$ cat config.mk
export PLATFORM = sky130hd
export DESIGN_NAME = mem_wb_stage_flat
export DESIGN_NICKNAME = d
export VERILOG_FILES = /design/src/issue_pkg.sv /design/src/fwd_if.sv /design/src/mem_wb_stage.sv /design/src/flat_wrapper.sv
export SDC_FILE = /design/constraint.sdc
export NUM_CORES = 2
export LEC_CHECK = 0
export BUFFER_PORTS_ARGS = -buffer_cell sky130_fd_sc_hd__buf_2
export CORE_ASPECT_RATIO = 1.25
export CORE_MARGIN = 2
export CORE_UTILIZATION = 36
export CTS_CLUSTER_SIZE = 20
export DETAILED_ROUTE_END_ITERATION = 10
export HOLD_SLACK_MARGIN = 0.15
export PLACE_DENSITY_LB_ADDON = 0.08
export SLEW_MARGIN = 5
export SYNTH_ARGS = -nofsm -noshare
export SYNTH_HDL_FRONTEND = slang
export SYNTH_SLANG_ARGS = --single-unit
$ cat constraint.sdc
create_clock -name clk -period 3.3 [get_ports clk]
set_input_delay 0.825 -clock clk [delete_from_list [all_inputs] [get_ports clk]]
set_output_delay 0.825 -clock clk [all_outputs]
set_load 0.01 [all_outputs]
$ cat src/issue_pkg.sv
`default_nettype none

package issue_pkg;

    localparam int XLEN        = 32;
    localparam int ISSUE_WIDTH = 2;
    localparam int NUM_REGS    = 32;
    localparam int RF_PORTS    = 2 * ISSUE_WIDTH;
    // ex, mem and wb bundles for every lane
    localparam int FWD_SRCS    = 3 * ISSUE_WIDTH;
    localparam int DMEM_WORDS  = 64;

    typedef logic [XLEN-1:0]               word_t;
    typedef logic [$clog2(NUM_REGS)-1:0]   reg_addr_t;
    typedef logic [$clog2(DMEM_WORDS)-1:0] mem_addr_t;

    typedef enum logic [3:0] {
        ADD  = 4'd0,
        SUB  = 4'd1,
        AND  = 4'd2,
        OR   = 4'd3,
        XOR  = 4'd4,
        SLL  = 4'd5,
        SRL  = 4'd6,
        ADDI = 4'd7,
        LW   = 4'd8,
        SW   = 4'd9
    } alu_op_t;

    // one decoded slot as offered by the decoder
    typedef struct packed {
        logic      valid;
        alu_op_t   op;
        reg_addr_t rs1;
        logic      rs1_en;
        reg_addr_t rs2;
        logic      rs2_en;
        reg_addr_t rd;
        logic      rd_en;
        word_t     imm;
    } dec_op_t;

    // operands already resolved, held in the ex register
    typedef struct packed {
        logic      valid;
        alu_op_t   op;
        reg_addr_t rd;
        logic      rd_en;
        word_t     src1;
        word_t     src2;
        word_t     imm;
    } issued_op_t;

endpackage

`default_nettype wire

$ cat src/fwd_if.sv
`timescale 1ns/1ps
`default_nettype none

interface fwd_if;

    logic                 we;
    issue_pkg::reg_addr_t addr;
    issue_pkg::word_t     data;
    // data not ready yet, ex stage only
    logic                 is_load;

    modport source (
        output we,
        output addr,
        output data,
        output is_load
    );

    modport sink (
        input we,
        input addr,
        input data,
        input is_load
    );

endinterface

`default_nettype wire

$ cat src/mem_wb_stage.sv
`timescale 1ns/1ps
`default_nettype none

module mem_wb_stage (
    input  wire                                                     clk,
    input  wire                                                     rst_i,
    input  wire issue_pkg::issued_op_t [issue_pkg::ISSUE_WIDTH-1:0] ex_op_i,
    input  wire issue_pkg::word_t      [issue_pkg::ISSUE_WIDTH-1:0] ex_result_i,
    fwd_if.source                                                   mem0,
    fwd_if.source                                                   mem1,
    fwd_if.source                                                   wb0,
    fwd_if.source                                                   wb1,
    output logic                       [issue_pkg::ISSUE_WIDTH-1:0] wb_en_o,
    output issue_pkg::reg_addr_t       [issue_pkg::ISSUE_WIDTH-1:0] wb_addr_o,
    output issue_pkg::word_t           [issue_pkg::ISSUE_WIDTH-1:0] wb_data_o
);

    issue_pkg::issued_op_t [issue_pkg::ISSUE_WIDTH-1:0] mem_op;
    issue_pkg::word_t      [issue_pkg::ISSUE_WIDTH-1:0] mem_result;
    issue_pkg::word_t      [issue_pkg::ISSUE_WIDTH-1:0] mem_val;
    logic                  [issue_pkg::ISSUE_WIDTH-1:0] mem_we;
    issue_pkg::mem_addr_t  dmem_addr;
    logic                  dmem_store;
    issue_pkg::word_t      dmem [issue_pkg::DMEM_WORDS];

    always_ff @(posedge clk) begin
        if (rst_i) begin
            mem_op <= '0;
        end else begin
            mem_op <= ex_op_i;
        end
    end

    always_ff @(posedge clk) begin
        mem_result <= ex_result_i;
    end

    // byte address, low two bits ignored
    assign dmem_addr  = mem_result[0][2 +: $bits(issue_pkg::mem_addr_t)];
    assign dmem_store = mem_op[0].valid && mem_op[0].op == issue_pkg::SW;

    always_ff @(posedge clk) begin
        if (dmem_store) begin
            dmem[dmem_addr] <= mem_op[0].src2;
        end
    end

    assign mem_val[0] = (mem_op[0].op == issue_pkg::LW) ? dmem[dmem_addr] : mem_result[0];
    assign mem_val[1] = mem_result[1];

    always_comb begin
        for (int l = 0; l < issue_pkg::ISSUE_WIDTH; l++) begin
            mem_we[l] = mem_op[l].valid && mem_op[l].rd_en && mem_op[l].rd != '0 &&
                        mem_op[l].op != issue_pkg::SW;
        end
    end

    always_ff @(posedge clk) begin
        if (rst_i) begin
            wb_en_o <= '0;
        end else begin
            wb_en_o <= mem_we;
        end
    end

    always_ff @(posedge clk) begin
        for (int l = 0; l < issue_pkg::ISSUE_WIDTH; l++) begin
            wb_addr_o[l] <= mem_op[l].rd;
        end
        wb_data_o <= mem_val;
    end

    assign mem0.we      = mem_we[0];
    assign mem0.addr    = mem_op[0].rd;
    assign mem0.data    = mem_val[0];
    assign mem0.is_load = 1'b0;
    assign mem1.we      = mem_we[1];
    assign mem1.addr    = mem_op[1].rd;
    assign mem1.data    = mem_val[1];
    assign mem1.is_load = 1'b0;

    assign wb0.we      = wb_en_o[0];
    assign wb0.addr    = wb_addr_o[0];
    assign wb0.data    = wb_data_o[0];
    assign wb0.is_load = 1'b0;
    assign wb1.we      = wb_en_o[1];
    assign wb1.addr    = wb_addr_o[1];
    assign wb1.data    = wb_data_o[1];
    assign wb1.is_load = 1'b0;

    for (genvar l = 0; l < issue_pkg::ISSUE_WIDTH; l++) begin : g_wb_chk
        a_wb_not_r0: assert property (@(posedge clk) disable iff (rst_i)
            wb_en_o[l] |-> wb_addr_o[l] != '0);
    end

endmodule

`default_nettype wire

$ cat src/flat_wrapper.sv
// flat-port wrapper written by rule: the top's interface ports become plain ports
module mem_wb_stage_flat 
  (clk, rst_i, ex_op_i, ex_result_i, wb_en_o, wb_addr_o, wb_data_o, mem0_we, mem0_addr, mem0_data, mem0_is_load, mem1_we, mem1_addr, mem1_data, mem1_is_load, wb0_we, wb0_addr, wb0_data, wb0_is_load, wb1_we, wb1_addr, wb1_data, wb1_is_load);
  fwd_if mem0_i ();
  fwd_if mem1_i ();
  fwd_if wb0_i ();
  fwd_if wb1_i ();
  input  wire clk;
  input  wire rst_i;
  input  wire issue_pkg::issued_op_t [issue_pkg::ISSUE_WIDTH-1:0] ex_op_i;
  input  wire issue_pkg::word_t      [issue_pkg::ISSUE_WIDTH-1:0] ex_result_i;
  output logic                       [issue_pkg::ISSUE_WIDTH-1:0] wb_en_o;
  output issue_pkg::reg_addr_t       [issue_pkg::ISSUE_WIDTH-1:0] wb_addr_o;
  output issue_pkg::word_t           [issue_pkg::ISSUE_WIDTH-1:0] wb_data_o;
  output wire logic [$bits(mem0_i.we)-1:0] mem0_we;
  output wire logic [$bits(mem0_i.addr)-1:0] mem0_addr;
  output wire logic [$bits(mem0_i.data)-1:0] mem0_data;
  output wire logic [$bits(mem0_i.is_load)-1:0] mem0_is_load;
  output wire logic [$bits(mem1_i.we)-1:0] mem1_we;
  output wire logic [$bits(mem1_i.addr)-1:0] mem1_addr;
  output wire logic [$bits(mem1_i.data)-1:0] mem1_data;
  output wire logic [$bits(mem1_i.is_load)-1:0] mem1_is_load;
  output wire logic [$bits(wb0_i.we)-1:0] wb0_we;
  output wire logic [$bits(wb0_i.addr)-1:0] wb0_addr;
  output wire logic [$bits(wb0_i.data)-1:0] wb0_data;
  output wire logic [$bits(wb0_i.is_load)-1:0] wb0_is_load;
  output wire logic [$bits(wb1_i.we)-1:0] wb1_we;
  output wire logic [$bits(wb1_i.addr)-1:0] wb1_addr;
  output wire logic [$bits(wb1_i.data)-1:0] wb1_data;
  output wire logic [$bits(wb1_i.is_load)-1:0] wb1_is_load;
  assign mem0_we = mem0_i.we;
  assign mem0_addr = mem0_i.addr;
  assign mem0_data = mem0_i.data;
  assign mem0_is_load = mem0_i.is_load;
  assign mem1_we = mem1_i.we;
  assign mem1_addr = mem1_i.addr;
  assign mem1_data = mem1_i.data;
  assign mem1_is_load = mem1_i.is_load;
  assign wb0_we = wb0_i.we;
  assign wb0_addr = wb0_i.addr;
  assign wb0_data = wb0_i.data;
  assign wb0_is_load = wb0_i.is_load;
  assign wb1_we = wb1_i.we;
  assign wb1_addr = wb1_i.addr;
  assign wb1_data = wb1_i.data;
  assign wb1_is_load = wb1_i.is_load;
  mem_wb_stage u_core (.clk(clk), .rst_i(rst_i), .ex_op_i(ex_op_i), .ex_result_i(ex_result_i), .mem0(mem0_i), .mem1(mem1_i), .wb0(wb0_i), .wb1(wb1_i), .wb_en_o(wb_en_o), .wb_addr_o(wb_addr_o), .wb_data_o(wb_data_o));
endmodule
==> impl_results.md <==
- Initial Util: 0.362
- FFs w/ async S/R, synth: 0
- Area Growth Syn to Fin: 30.6%
- Port bufs: 347
- Post-synthesis cell area: 0.0843 mm2
- EDFF count, synth: 2048
- Share of the synthesized area in the top cell type: 0.729
- Cell taking the most area after synthesis: edfxtp_1
- Top_reg_cell synth: edfxtp_1
- First-pass GRT wire length: 454000 um
- Hold Path Stages: 2
- Clk_lat worst skew: 0.92 ns
- Fillers: 19900
- Nets: 6103
- Clk pin slew, worst setup/hold paths: 0.06 ns
- Max-slew violations: 0
- Vias per cell: 5.69
- Syn_area_per_cell: 18.5 um2
- Setup crit start kind: flip-flop
- Critical path data arrival time: 3.68 ns
- All-Layer GR Usage: 0.282
- Vias in the first global route: 50300
- Reg area: 0.0654 mm2
- Fmax: 222 MHz
- Synth cell types: 71
- Final WL: 346000 um
- TritonCTS clock tree: yes
- Status: complete, but fails checks
- VDD IR-drop max: 0.418 mV
- Synth Register Bits: 2242
- Die width: 437 um
- Slack of the critical path: -1.20 ns
- Setup Skew: 0.0633 ns
- Tmin final: 4.50 ns
- Die Ht: 545 um
- DR DRC count: 0
- Final TNS setup: -35.39 ns
- RSZ-0062 raised after global routing: true
- Root Driver: clkbuf_16
- Core box area: 0.233 mm2
- Setup CP Type: reg2out
- Final cell count without fillers: 9121
- Cell area power density: 562 mW/mm2
- Setup slack at placement: -0.854 ns
- WHS Endpoint: u_core.mem_op[61]
- DR vias: 51900
- Antenna violations before repair: 8
- Bufs on Longest Clock Path: 4
- Setup violators final: 32
- Critical path peak fanout: 7
- R2r worst-path depth: 9
- Die area: 0.238 mm2
- Hold WC Path Type: in2reg
- Worst R2R Setup Slack: 0.32 ns
- Hold Vio Cnt, Final: 0
- Leakage power figure: 35.1 nW
- Reg2reg end: u_core.dmem[36][3]
- CP required: 2.47 ns
- Critical Path End Type: output pin
- Cells after Synth: 4565
- Worst R2R Start: u_core.dmem_addr[0]
- Dpl cells: 8371
- RePlAce Congestion: 0.820
- Worst Setup SP: u_core.dmem_addr[2]
- CTS buffer count: 233
- Detailed-router iteration count before antenna repair: 6
- Sink Count: 2242
- Layout cells sized above 1: 0.396
- Worst-Margin Slew: 1.37 ns
- Hold_sp: ex_op_i[61]
- Post-DP HPWL: 213000 um
- Area of the multi-input gates: 0.0190 mm2
- Largest net degree at the start of global routing: 65
- Row count: 198
- Sequential share of the synthesized area: 0.776
- Failing checks: setup timing
- Fin crit share: 1.36
- ANT nets after route: 0
- DR WL/cell: 37.9 um
- Drt initial violations: 6420
- Max cap viols: 0
- Rel. slew slack: 0.0884
- Synth top area cells: edfxtp_1 73%, dfxtp_1 4.6%, mux4_2 4.6%
- Grt ovf: 0
- Num ports: 512
- H-tree depth: 4
- Yosys Warn Count: 0
- Final hold slack: 0.197 ns
## layer usage
| layer | GRT usage | vias up | routed length [um] |
|---|---|---|---|
| li1 | - | 21100 | - |
| met1 | 0.374 | 28000 | 141000 |
| met2 | 0.478 | 2351 | 170000 |
| met3 | 0.0406 | 483 | 22300 |
| met4 | 0.0878 | 4 | 12300 |
| met5 | 0 | - | 22 |
## power breakdown
group / leakage (nW) / switching [mW] / internal [mW]
clock: 3.61 / 11.3 / 14.5
sequential: 17.7 / 0.401 / 31.1
combinational: 13.8 / 2.47 / 2.02
## critical path, stage by stage (launching register included)
cell	delay (ns)
dfxtp_4	0.36
buf_12	0.14
buf_12	0.14
buf_16	0.15
and2_4	0.25
buf_12	0.17
a221o_1	0.37
a22oi_2	0.28
o21ai_1	0.16
buf_4	0.20
o32a_1	0.36
buf_2	0.16
## layout make-up
cell class | count | share of cell area
well taps | 3100 | 0.0352
repair buffers | 1436 | 0.130
diodes | 14 | 0.000318
flip-flops and latches | 2242 | 0.594
multi-input cells | 1907 | 0.173
clock inverters | 102 | 0.00717
clock buffers | 317 | 0.0595
inverters | 3 | 0.000261
## synthesized netlist by cell type, drive strengths merged, types with 6 or more instances
cell type / count
a211oi: 16
a21oi: 126
a221o: 27
a221oi: 209
a222oi: 7
a22o: 30
a22oi: 129
a31oi: 21
a41oi: 6
and2: 8
and3: 12
buf: 315
clkbuf: 103
dfxtp: 194
edfxtp: 2048
mux2: 144
mux2i: 236
mux4: 172
nand2: 110
nand2b: 6
nand3: 23
nor2: 195
nor2b: 61
nor3: 15
o2111ai: 8
o211ai: 7
o21ai: 132
o221ai: 18
o22a: 17
o22ai: 85
o2bb2ai: 10
o32a: 16
## flip-flops by register name (all words and copies together), names as in the netlist, 6 cells and up
signal / count
u_core.wb1.data: 32
u_core.dmem_addr: 6
u_core.mem_op: 44
u_core.mem_result: 26
u_core.mem1.data: 32
u_core.wb0.data: 32
u_core.dmem: 2048
## how the worst max path moves through the flow
stage,to,slack [ns],cells past startpoint
floorplan,u_core.dmem[13][0],-0.11,7
global route,mem0_data[2],-1.29,14
global placement,mem0_data[16],-0.88,11
CTS,mem0_data[16],-1.30,10
finish,mem0_data[16],-1.20,11
detailed placement,mem0_data[16],-0.85,11
## placed cells by master (no fill, tap or decap), types with 103 or more instances in the layout
cell type and n:
buf_12 240, a21oi_1 103, buf_2 331, mux2i_1 222
edfxtp_1 2048, buf_4 621, nor2_1 118, mux4_2 171
clkbuf_16 249, dfxtp_1 158, mux2_2 132, a221oi_1 135
## per-stage QoR
step	total power [mW]	util	instance area [um2]
final	61.8	0.473	110000
after global routing	63.5	0.473	110000
after CTS	62.0	0.464	108000
after detailed placement	35.7	0.414	96500
after global placement	35.7	0.414	96500
after floorplan	33.6	-	84300
## cells by family after synthesis
family                 after synthesis  share of synthesized area
DFF                               2242                      0.776
AOI/OAI and AO/OA                  890                     0.0765
muxes                              552                     0.0932
and+or+nand+nor                    459                     0.0251
buffers and inverters              421                     0.0296
other                                1                  0.0000445
## timing repair
action,4_1_cts,5_1_grt
cloned,11,8
setup buffers,116,105
hold buffers,102,0
gates resized for setup,383,260
endpoints found under the setup margin,83,32
endpoints found under the hold margin,102,0
pin swaps,91,154
Power figures use the tool's default switching activity.
